## src/game_macros.svh

```systemverilog
// display timing is fixed SVGA 800x600 at a 40 MHz pixel clock, syncs are active high
// all colours are 12-bit rgb, 4 bits per channel

`ifndef GAME_MACROS_SVH
`define GAME_MACROS_SVH

`define H_VISIBLE     800
`define H_TOTAL       1056
`define H_SYNC_START  840
`define H_SYNC_END    968

`define V_VISIBLE     600
`define V_TOTAL       628
`define V_SYNC_START  601
`define V_SYNC_END    605

`define RECT_W        48
`define RECT_H        32

`define PLAYER_W      64
`define PLAYER_H      8
`define PLAYER_Y      16   // bars cover rows 16 to 23

`define TITLE_Y0      4
`define TITLE_Y1      12   // first row below the title band

`define COLOR_START   12'h135
`define COLOR_LEVEL   12'h262
`define COLOR_FINISH  12'h512
`define COLOR_TITLE   12'hfd0
`define COLOR_RECT    12'h0cf
`define COLOR_P1      12'hf40
`define COLOR_P2      12'h4f4

`endif

```

## src/game_pkg.sv

```systemverilog
// shared types for the game display and its register block
// register addresses are word indices, i.e. paddr[4:2]

package game_pkg;

    // screen shown by the selector, code 3 is never stored
    typedef enum logic [1:0] {
        START   = 2'd0,
        LEVEL_1 = 2'd1,
        FINISH  = 2'd2
    } game_state_t;

    typedef enum logic [1:0] {
        IDLE,
        SETUP,
        ACCESS
    } apb_phase_t;

    // byte addresses 0x0, 0x4, 0x8 and 0xC
    typedef enum logic [2:0] {
        REG_STATE = 3'd0,
        REG_RECT  = 3'd1,  // x in 11:0, y in 27:16
        REG_P1    = 3'd2,
        REG_P2    = 3'd3
    } reg_addr_t;

endpackage

```

## src/vga_if.sv

```systemverilog
// video bus passed between drawing stages, all signals move together
// counts are 11 bits, enough for the 1056 x 628 raster

`timescale 1ns/1ps

interface vga_if;

    logic [10:0] hcount;
    logic [10:0] vcount;
    logic        hsync;
    logic        vsync;
    logic        hblnk;
    logic        vblnk;
    logic [11:0] rgb;

    // a stage reads its upstream bus through in and drives the next one through out
    modport in (
        input hcount, vcount, hsync, vsync, hblnk, vblnk, rgb
    );

    modport out (
        output hcount, vcount, hsync, vsync, hblnk, vblnk, rgb
    );

endinterface

```

## src/draw_players.sv

```systemverilog
// one-cycle stage painting both player bars on the fixed row band
// player 2 is drawn over player 1 where the bars overlap

`timescale 1ns/1ps

`include "game_macros.svh"

module draw_players (
    input  logic        clk_40,
    input  logic        rst,
    vga_if.in           vga_in,
    vga_if.out          vga_out,
    input  logic [11:0] xpos_player1,
    input  logic [11:0] xpos_player2
);

    logic        bar_row;
    logic [12:0] hpos;
    logic [12:0] p1_end;
    logic [12:0] p2_end;
    logic        in_p1;
    logic        in_p2;

    // both bars share the same vertical window
    assign bar_row = !vga_in.hblnk && !vga_in.vblnk
                     && (vga_in.vcount >= `PLAYER_Y)
                     && (vga_in.vcount < `PLAYER_Y + `PLAYER_H);

    assign hpos   = {2'b00, vga_in.hcount};
    assign p1_end = {1'b0, xpos_player1} + 13'(`PLAYER_W);
    assign p2_end = {1'b0, xpos_player2} + 13'(`PLAYER_W);

    assign in_p1 = bar_row && (hpos >= {1'b0, xpos_player1}) && (hpos < p1_end);
    assign in_p2 = bar_row && (hpos >= {1'b0, xpos_player2}) && (hpos < p2_end);

    always_ff @(posedge clk_40) begin
        if (rst) begin
            vga_out.hcount <= '0;
            vga_out.vcount <= '0;
            vga_out.hsync  <= 1'b0;
            vga_out.vsync  <= 1'b0;
            vga_out.hblnk  <= 1'b0;
            vga_out.vblnk  <= 1'b0;
            vga_out.rgb    <= '0;
        end else begin
            vga_out.hcount <= vga_in.hcount;
            vga_out.vcount <= vga_in.vcount;
            vga_out.hsync  <= vga_in.hsync;
            vga_out.vsync  <= vga_in.vsync;
            vga_out.hblnk  <= vga_in.hblnk;
            vga_out.vblnk  <= vga_in.vblnk;
            if (in_p2) begin
                vga_out.rgb <= `COLOR_P2;
            end else if (in_p1) begin
                vga_out.rgb <= `COLOR_P1;
            end else begin
                vga_out.rgb <= vga_in.rgb;  // rectangle or level background
            end
        end
    end

endmodule

```

## src/draw_rect.sv

```systemverilog
// one-cycle stage painting a solid rectangle, top left corner at the register position
// a rectangle running past the visible edge is simply clipped by blanking

`timescale 1ns/1ps

`include "game_macros.svh"

module draw_rect (
    input  logic        clk_40,
    input  logic        rst,
    vga_if.in           vga_in,
    vga_if.out          vga_out,
    input  logic [11:0] xpos_rect,
    input  logic [11:0] ypos_rect
);

    logic [12:0] x_end;
    logic [12:0] y_end;
    logic        in_rect;

    // one extra bit so a position near 4095 cannot wrap the right or bottom edge
    assign x_end = {1'b0, xpos_rect} + 13'(`RECT_W);
    assign y_end = {1'b0, ypos_rect} + 13'(`RECT_H);

    assign in_rect = !vga_in.hblnk && !vga_in.vblnk
                     && ({2'b00, vga_in.hcount} >= {1'b0, xpos_rect})
                     && ({2'b00, vga_in.hcount} < x_end)
                     && ({2'b00, vga_in.vcount} >= {1'b0, ypos_rect})
                     && ({2'b00, vga_in.vcount} < y_end);

    always_ff @(posedge clk_40) begin
        if (rst) begin
            vga_out.hcount <= '0;
            vga_out.vcount <= '0;
            vga_out.hsync  <= 1'b0;
            vga_out.vsync  <= 1'b0;
            vga_out.hblnk  <= 1'b0;
            vga_out.vblnk  <= 1'b0;
            vga_out.rgb    <= '0;
        end else begin
            vga_out.hcount <= vga_in.hcount;
            vga_out.vcount <= vga_in.vcount;
            vga_out.hsync  <= vga_in.hsync;
            vga_out.vsync  <= vga_in.vsync;
            vga_out.hblnk  <= vga_in.hblnk;
            vga_out.vblnk  <= vga_in.vblnk;
            vga_out.rgb    <= in_rect ? `COLOR_RECT : vga_in.rgb;
        end
    end

endmodule

```

## src/game_regs_apb.sv

```systemverilog
// zero wait state APB slave, pready is tied high
// misaligned or unmapped addresses complete with pslverr and read as zero

`timescale 1ns/1ps

module game_regs_apb
    import game_pkg::*;
(
    input  logic        clk_40,
    input  logic        rst,
    input  logic [4:0]  paddr,
    input  logic        psel,
    input  logic        penable,
    input  logic        pwrite,
    input  logic [31:0] pwdata,
    output logic [31:0] prdata,
    output logic        pready,
    output logic        pslverr,
    output game_state_t game_state,
    output logic [11:0] xpos_rect,
    output logic [11:0] ypos_rect,
    output logic [11:0] xpos_player1,
    output logic [11:0] xpos_player2
);

    apb_phase_t  phase;
    reg_addr_t   reg_sel;
    logic        addr_ok;
    logic [31:0] rd_mux;

    // the bus phase follows directly from psel and penable
    always_comb begin
        if (!psel) begin
            phase = IDLE;
        end else if (!penable) begin
            phase = SETUP;
        end else begin
            phase = ACCESS;
        end
    end

    always_comb begin
        reg_sel = reg_addr_t'(paddr[4:2]);
        addr_ok = (paddr[1:0] == 2'b00);
        rd_mux  = '0;
        case (reg_sel)
            REG_STATE: rd_mux = {30'd0, game_state};
            REG_RECT:  rd_mux = {4'd0, ypos_rect, 4'd0, xpos_rect};
            REG_P1:    rd_mux = {20'd0, xpos_player1};
            REG_P2:    rd_mux = {20'd0, xpos_player2};
            default:   addr_ok = 1'b0;  // word 4 and above are unmapped
        endcase
    end

    assign pready  = 1'b1;
    assign pslverr = (phase == ACCESS) && !addr_ok;
    assign prdata  = ((phase == ACCESS) && addr_ok) ? rd_mux : '0;

    always_ff @(posedge clk_40) begin
        if (rst) begin
            game_state   <= START;
            xpos_rect    <= '0;
            ypos_rect    <= '0;
            xpos_player1 <= '0;
            xpos_player2 <= '0;
        end else if ((phase == ACCESS) && pwrite && addr_ok) begin
            case (reg_sel)
                REG_STATE: begin
                    // code 3 has no screen and falls back to the start screen
                    if (pwdata[1:0] == 2'd3) begin
                        game_state <= START;
                    end else begin
                        game_state <= game_state_t'(pwdata[1:0]);
                    end
                end
                REG_RECT: begin
                    xpos_rect <= pwdata[11:0];
                    ypos_rect <= pwdata[27:16];
                end
                REG_P1:  xpos_player1 <= pwdata[11:0];
                REG_P2:  xpos_player2 <= pwdata[11:0];
                default: ;
            endcase
        end
    end

endmodule

```

## src/game_top.sv

```systemverilog
// video outputs lag the raster counters by 5 clocks, syncs are active high
// APB never stalls, pready is constant high

`timescale 1ns/1ps

module game_top
    import game_pkg::*;
(
    input  logic        clk_40,
    input  logic        rst,
    input  logic [4:0]  paddr,
    input  logic        psel,
    input  logic        penable,
    input  logic        pwrite,
    input  logic [31:0] pwdata,
    output logic [31:0] prdata,
    output logic        pready,
    output logic        pslverr,
    output logic        hsync,
    output logic        vsync,
    output logic        hblnk,
    output logic        vblnk,
    output logic [11:0] rgb
);

    vga_if timing_bus();
    vga_if screen_bus();

    game_state_t game_state;
    logic [11:0] xpos_rect;
    logic [11:0] ypos_rect;
    logic [11:0] xpos_player1;
    logic [11:0] xpos_player2;

    vga_timing u_vga_timing (
        .clk_40  (clk_40),
        .rst     (rst),
        .vga_out (timing_bus)
    );

    game_regs_apb u_game_regs_apb (
        .clk_40       (clk_40),
        .rst          (rst),
        .paddr        (paddr),
        .psel         (psel),
        .penable      (penable),
        .pwrite       (pwrite),
        .pwdata       (pwdata),
        .prdata       (prdata),
        .pready       (pready),
        .pslverr      (pslverr),
        .game_state   (game_state),
        .xpos_rect    (xpos_rect),
        .ypos_rect    (ypos_rect),
        .xpos_player1 (xpos_player1),
        .xpos_player2 (xpos_player2)
    );

    start_game u_start_game (
        .clk_40       (clk_40),
        .rst          (rst),
        .game_state   (game_state),
        .xpos_rect    (xpos_rect),
        .ypos_rect    (ypos_rect),
        .xpos_player1 (xpos_player1),
        .xpos_player2 (xpos_player2),
        .vga_in       (timing_bus),
        .vga_out      (screen_bus)
    );

    // pixel counts stay internal, the monitor only needs syncs and colour
    assign hsync = screen_bus.hsync;
    assign vsync = screen_bus.vsync;
    assign hblnk = screen_bus.hblnk;
    assign vblnk = screen_bus.vblnk;
    assign rgb   = screen_bus.rgb;

endmodule

```

## src/start_game.sv

```systemverilog
// every screen path is 3 cycles deep, plus the output register, 4 cycles in total
// the selected screen follows game_state on the next pixel, even in mid-frame

`timescale 1ns/1ps

`include "game_macros.svh"

module start_game
    import game_pkg::*;
(
    input  logic        clk_40,
    input  logic        rst,
    input  game_state_t game_state,
    input  logic [11:0] xpos_rect,
    input  logic [11:0] ypos_rect,
    input  logic [11:0] xpos_player1,
    input  logic [11:0] xpos_player2,
    vga_if.in           vga_in,
    vga_if.out          vga_out
);

    vga_if level_bg();
    vga_if rect_bus();
    vga_if level_bus();

    logic        visible;
    logic        title_row;
    logic [11:0] start_rgb [3];   // start screen colour and its two pad stages
    logic [11:0] finish_rgb [3];
    logic [11:0] sel_rgb;

    assign visible   = !vga_in.hblnk && !vga_in.vblnk;
    assign title_row = (vga_in.vcount >= `TITLE_Y0) && (vga_in.vcount < `TITLE_Y1);

    // background stage for all three screens, they share one position register
    always_ff @(posedge clk_40) begin
        if (rst) begin
            level_bg.hcount <= '0;
            level_bg.vcount <= '0;
            level_bg.hsync  <= 1'b0;
            level_bg.vsync  <= 1'b0;
            level_bg.hblnk  <= 1'b0;
            level_bg.vblnk  <= 1'b0;
            level_bg.rgb    <= '0;
            start_rgb[0]    <= '0;
            finish_rgb[0]   <= '0;
        end else begin
            level_bg.hcount <= vga_in.hcount;
            level_bg.vcount <= vga_in.vcount;
            level_bg.hsync  <= vga_in.hsync;
            level_bg.vsync  <= vga_in.vsync;
            level_bg.hblnk  <= vga_in.hblnk;
            level_bg.vblnk  <= vga_in.vblnk;
            level_bg.rgb    <= visible ? `COLOR_LEVEL : 12'h000;
            start_rgb[0]    <= !visible ? 12'h000 : (title_row ? `COLOR_TITLE : `COLOR_START);
            finish_rgb[0]   <= !visible ? 12'h000 : (title_row ? `COLOR_TITLE : `COLOR_FINISH);
        end
    end

    // start and finish colours wait two cycles while the level chain draws
    always_ff @(posedge clk_40) begin
        if (rst) begin
            start_rgb[1]  <= '0;
            start_rgb[2]  <= '0;
            finish_rgb[1] <= '0;
            finish_rgb[2] <= '0;
        end else begin
            start_rgb[1]  <= start_rgb[0];
            start_rgb[2]  <= start_rgb[1];
            finish_rgb[1] <= finish_rgb[0];
            finish_rgb[2] <= finish_rgb[1];
        end
    end

    draw_rect u_draw_rect (
        .clk_40    (clk_40),
        .rst       (rst),
        .vga_in    (level_bg),
        .vga_out   (rect_bus),
        .xpos_rect (xpos_rect),
        .ypos_rect (ypos_rect)
    );

    draw_players u_draw_players (
        .clk_40       (clk_40),
        .rst          (rst),
        .vga_in       (rect_bus),
        .vga_out      (level_bus),
        .xpos_player1 (xpos_player1),
        .xpos_player2 (xpos_player2)
    );

    // equal depth on every path, so only the colour differs between screens
    always_comb begin
        case (game_state)
            START:   sel_rgb = start_rgb[2];
            LEVEL_1: sel_rgb = level_bus.rgb;
            FINISH:  sel_rgb = finish_rgb[2];
            default: sel_rgb = start_rgb[2];
        endcase
    end

    always_ff @(posedge clk_40) begin
        if (rst) begin
            vga_out.hcount <= '0;
            vga_out.vcount <= '0;
            vga_out.hsync  <= 1'b0;
            vga_out.vsync  <= 1'b0;
            vga_out.hblnk  <= 1'b0;
            vga_out.vblnk  <= 1'b0;
            vga_out.rgb    <= '0;
        end else begin
            vga_out.hcount <= level_bus.hcount;
            vga_out.vcount <= level_bus.vcount;
            vga_out.hsync  <= level_bus.hsync;
            vga_out.vsync  <= level_bus.vsync;
            vga_out.hblnk  <= level_bus.hblnk;
            vga_out.vblnk  <= level_bus.vblnk;
            vga_out.rgb    <= sel_rgb;
        end
    end

endmodule

```

## src/vga_timing.sv

```systemverilog
// free-running SVGA raster, outputs are registered one cycle after the counters
// rgb is driven black here, the screen stages paint the picture

`timescale 1ns/1ps

`include "game_macros.svh"

module vga_timing (
    input  logic clk_40,
    input  logic rst,
    vga_if.out   vga_out
);

    logic [10:0] hcnt;
    logic [10:0] vcnt;
    logic        line_end;

    assign line_end = (hcnt == `H_TOTAL - 1);

    always_ff @(posedge clk_40) begin
        if (rst) begin
            hcnt <= '0;
            vcnt <= '0;
        end else if (line_end) begin
            hcnt <= '0;
            // vertical counter steps once per line
            if (vcnt == `V_TOTAL - 1) begin
                vcnt <= '0;
            end else begin
                vcnt <= vcnt + 11'd1;
            end
        end else begin
            hcnt <= hcnt + 11'd1;
        end
    end

    // decode from the current count so position and flags stay aligned
    always_ff @(posedge clk_40) begin
        if (rst) begin
            vga_out.hcount <= '0;
            vga_out.vcount <= '0;
            vga_out.hsync  <= 1'b0;
            vga_out.vsync  <= 1'b0;
            vga_out.hblnk  <= 1'b0;
            vga_out.vblnk  <= 1'b0;
            vga_out.rgb    <= '0;
        end else begin
            vga_out.hcount <= hcnt;
            vga_out.vcount <= vcnt;
            vga_out.hsync  <= (hcnt >= `H_SYNC_START) && (hcnt < `H_SYNC_END);
            vga_out.vsync  <= (vcnt >= `V_SYNC_START) && (vcnt < `V_SYNC_END);
            vga_out.hblnk  <= (hcnt >= `H_VISIBLE);
            vga_out.vblnk  <= (vcnt >= `V_VISIBLE);
            vga_out.rgb    <= '0;  // no picture at this stage
        end
    end

endmodule
```

## config.mk

```make
export PLATFORM = sky130hd
export DESIGN_NAME = game_top
export DESIGN_NICKNAME = d
export VERILOG_FILES = /design/src/game_pkg.sv /design/src/vga_if.sv /design/src/draw_players.sv /design/src/draw_rect.sv /design/src/game_regs_apb.sv /design/src/game_top.sv /design/src/start_game.sv /design/src/vga_timing.sv
export VERILOG_INCLUDE_DIRS = /design/src
export SDC_FILE = /design/constraint.sdc
export NUM_CORES = 1
export LEC_CHECK = 0
export BUFFER_PORTS_ARGS = -buffer_cell sky130_fd_sc_hd__buf_4
export CAP_MARGIN = 0
export CORE_MARGIN = 2
export CORE_UTILIZATION = 43
export DETAILED_ROUTE_END_ITERATION = 6
export PLACE_DENSITY = 0.58
export SYNTH_ARGS = -nofsm -noshare
export SYNTH_HDL_FRONTEND = slang
export SYNTH_SLANG_ARGS = --single-unit
```

## constraint.sdc

```tcl
create_clock -name clk_40 -period 2.57 [get_ports clk_40]
set_clock_uncertainty 0.1 [all_clocks]
set_input_delay 0.1285 -clock clk_40 [delete_from_list [all_inputs] [get_ports clk_40]]
set_output_delay 0.1285 -clock clk_40 [all_outputs]
set_load 0.005 [all_outputs]
```

==> metrics <==
synthesized area per cell 9.06 um2; Starting Density 44.0%; DP HPWL 14.2 mm; ANT nets after route 0; fill count 1881; largest net degree at the start of global routing 83; worst-path cell chain inv_1, ha_2, nor3_1, xnor2_1, ha_1, nand4_1, a211o_1, a221oi_2, nor4_2, o21a_1; clock sinks 188; Worst Tran Pin Value 0.547 ns; Worst Path Max Fanout 4; final setup fails 0; Placed Cells incl. Taps 1272; synth unique cells 66; Synth area leaders dfxtp_1, ha_1, nor2b_1, nand2_1, a21oi_1; CTS Root Cell clkbuf_16; TritonCTS clock tree yes; family with the most delay on the worst path compound AO/OA/AOI/OAI gates; critical path endpoint category register; most common cell in the netlist dfxtp_1; DR DRC count 0; MaxCap Viol Count 0; Post-synth EDFFs 0; Worst-Skew Late Latency 0.44 ns; GPL Wtd Cong 0.820; FMAX 0.416 GHz; cts bufs inserted 17; I/O pins 92; CP peak stage delay 0.33 ns; DR vias 6594; synthesized instance count 952; Synth-to-Final Area Change 19.8%; Seq/Total Area, Yosys 43.6%; GRT overflow 0; Worst EP arrival 2.63 ns; H-tree levels 4; pre-CTS WS -0.0769 ns; Slew HR 63.5%; Clock Tree Buf Depth 2; die extent in y 146 um; Max Slew Vio Count 0; Synth Flop Type dfxtp_1; maximum vdd drop 461 uV; Tmin final 2.41 ns; count of final hold-check violations 0; clock slew at reported path FFs 0.07 ns; Synth async-reset ratio 0%; Post-Syn Area 8630 um2; Tcrit/Tclk final 93.6%; number of antenna violations at the first check in global routing 0; setup bufs post-CTS 0; port bufs 74; first-pass GRT wire length 32.2 mm; unrepaired setup endpoints after global routing false; startpoint types register; fin area 10300 um2; Rows 51; Final Non-Filler Cells 1327; post-synth top area cell dfxtp_1; Final Util 52.7%; list of most frequent post-synthesis cells dfxtp_1, nand2_1, nor2b_1; status complete, no violations; Setup TNS 0 ns; Tot GR Track Use 18.8%; YS warnings 0; Pre-Repair DR Iteration Count 5; Die Width 146 um; share of layout cells above drive strength 1 13.7%; vias in the first global route 6301; Core Area 19600 um2; Critical Path RT 2.80 ns; vias per std cell 4.97; placed cell area 9480 um2; Leak Pwr 4.25 nW; drt wl/cell 14.7 um; WS Path Type register to register; CP max-delay cell dfxtp_1; Worst Hold Class input port to register; pwr/cell area 551 nW/um2; setup ws final 0.164 ns; post-synth top area share 43.6%; drt initial violations 293; synthesis-stage register bit count 188; Final nets 1170; n_diodes 0; drt total wl 19.5 mm; die footprint 21200 um2; WP buf/inv 1
[through the flow]
stage / power (mW) / hold WS (ns)
6_report: 5.69 / 0.0300
3_5_place_dp: 3.21 / 0.290
2_1_floorplan: 3.13 / 0.164
3_3_place_gp: 3.22 / 0.285
4_1_cts: 5.75 / 0.00136
5_1_grt: 5.93 / 0.0442
[sequential cells by signal (all words and copies together) (netlist names), 9 cells and up]
register and cells:
u_vga_timing.hcnt 11, u_game_regs_apb.xpos_player2 12, u_vga_timing.vga_out.hcount 11, u_start_game.u_draw_rect.vga_out.hcount 11, u_game_regs_apb.ypos_rect 12, u_start_game.level_bg.vcount 11, u_start_game.level_bg.hcount 11, u_vga_timing.vcnt 11
u_start_game.u_draw_players.vga_out.rgb 9, u_vga_timing.vga_out.vcount 11, u_start_game.vga_out.rgb 12, u_game_regs_apb.xpos_player1 12, u_game_regs_apb.xpos_rect 12
[final cells by class]
class | instances | area, um2 | share of cell area (%)
clock inverter | 13 | 134 | 1.30
timing repair buffer | 117 | 951 | 9.20
clock buffer | 18 | 439 | 4.25
multi-input combinational | 665 | 4480 | 43.4
inverter | 61 | 229 | 2.22
tap | 265 | 332 | 3.21
sequential | 188 | 3760 | 36.4
[metal layers]
metal,global-route usage [%],routed length [um],part of all wire (%)
met1,26.4,9830,50
met3,3.73,778,4.0
met5,0,0,0
met2,29.8,8700,45
met4,4.90,186,0.95
[placed cells by master, fill, tap and decap left out, types with 14 or more instances in the layout]
| cell | count |
|---|---|
| dfxtp_1 | 187 |
| buf_4 | 92 |
| nand2_1 | 88 |
| nor2b_1 | 84 |
| nor2_1 | 79 |
| ha_1 | 77 |
| a21oi_1 | 63 |
| inv_1 | 61 |
| nand3_1 | 28 |
| mux2i_1 | 26 |
| o21ai_0 | 24 |
| dlygate4sd3_1 | 24 |
| xnor2_1 | 23 |
| clkbuf_16 | 17 |
| and3_1 | 16 |
| nor3_1 | 14 |
[timing repair]
item                                   in CTS  in global routing
gates resized for setup                     2                  6
hold buffers                               24                  0
endpoints found under the hold margin      50                  0
cloned                                      0                  0
setup endpoints to repair                   3                 10
pin swaps                                   0                  1
[path summary, 6_finish.rpt]
check / startpoint / to / slack (ns) / cells after the start
worst max-delay path: u_game_regs_apb.xpos_rect[4] / u_start_game.u_draw_rect.vga_out.rgb[6] / 0.16 / 10
worst min-delay path: pwrite / u_game_regs_apb.ypos_rect[1] / 0.03 / 4
worst max register to register: u_game_regs_apb.xpos_rect[4] / u_start_game.u_draw_rect.vga_out.rgb[6] / 0.16 / 10
worst min register to register: u_vga_timing.vga_out.hcount[2] / u_start_game.level_bg.hcount[2] / 0.34 / 1
[worst reg2reg max path: stages (launching register included)]
cell      delay [ns]
dfxtp_1         0.33
inv_1           0.07
ha_2            0.22
nor3_1          0.18
xnor2_1         0.09
ha_1            0.30
nand4_1         0.13
a211o_1         0.31
a221oi_2        0.29
nor4_2          0.10
o21a_1          0.18
[where the power goes]
group | total (mW) | switching [mW] | internal [mW] | leakage [nW]
registers | 2.95 | 0.0146 | 2.94 | 1.52
clock network | 2.51 | 1.21 | 1.30 | 0.279
logic | 0.227 | 0.126 | 0.101 | 2.45
total | 5.69 | 1.35 | 4.34 | 4.25
[logic make-up after synthesis]
group	Yosys count	share of synthesized area [%]
adders and majority gates	78	11.3
xor gates and xnor gates	32	3.25
buffers and inverters	106	5.12
AOI/OAI and AO/OA	152	11.0
other	2	0.0870
DFF	188	43.6
and+or+nand+nor	364	21.8
muxes	30	3.80
(Power assumes the default switching activity.)
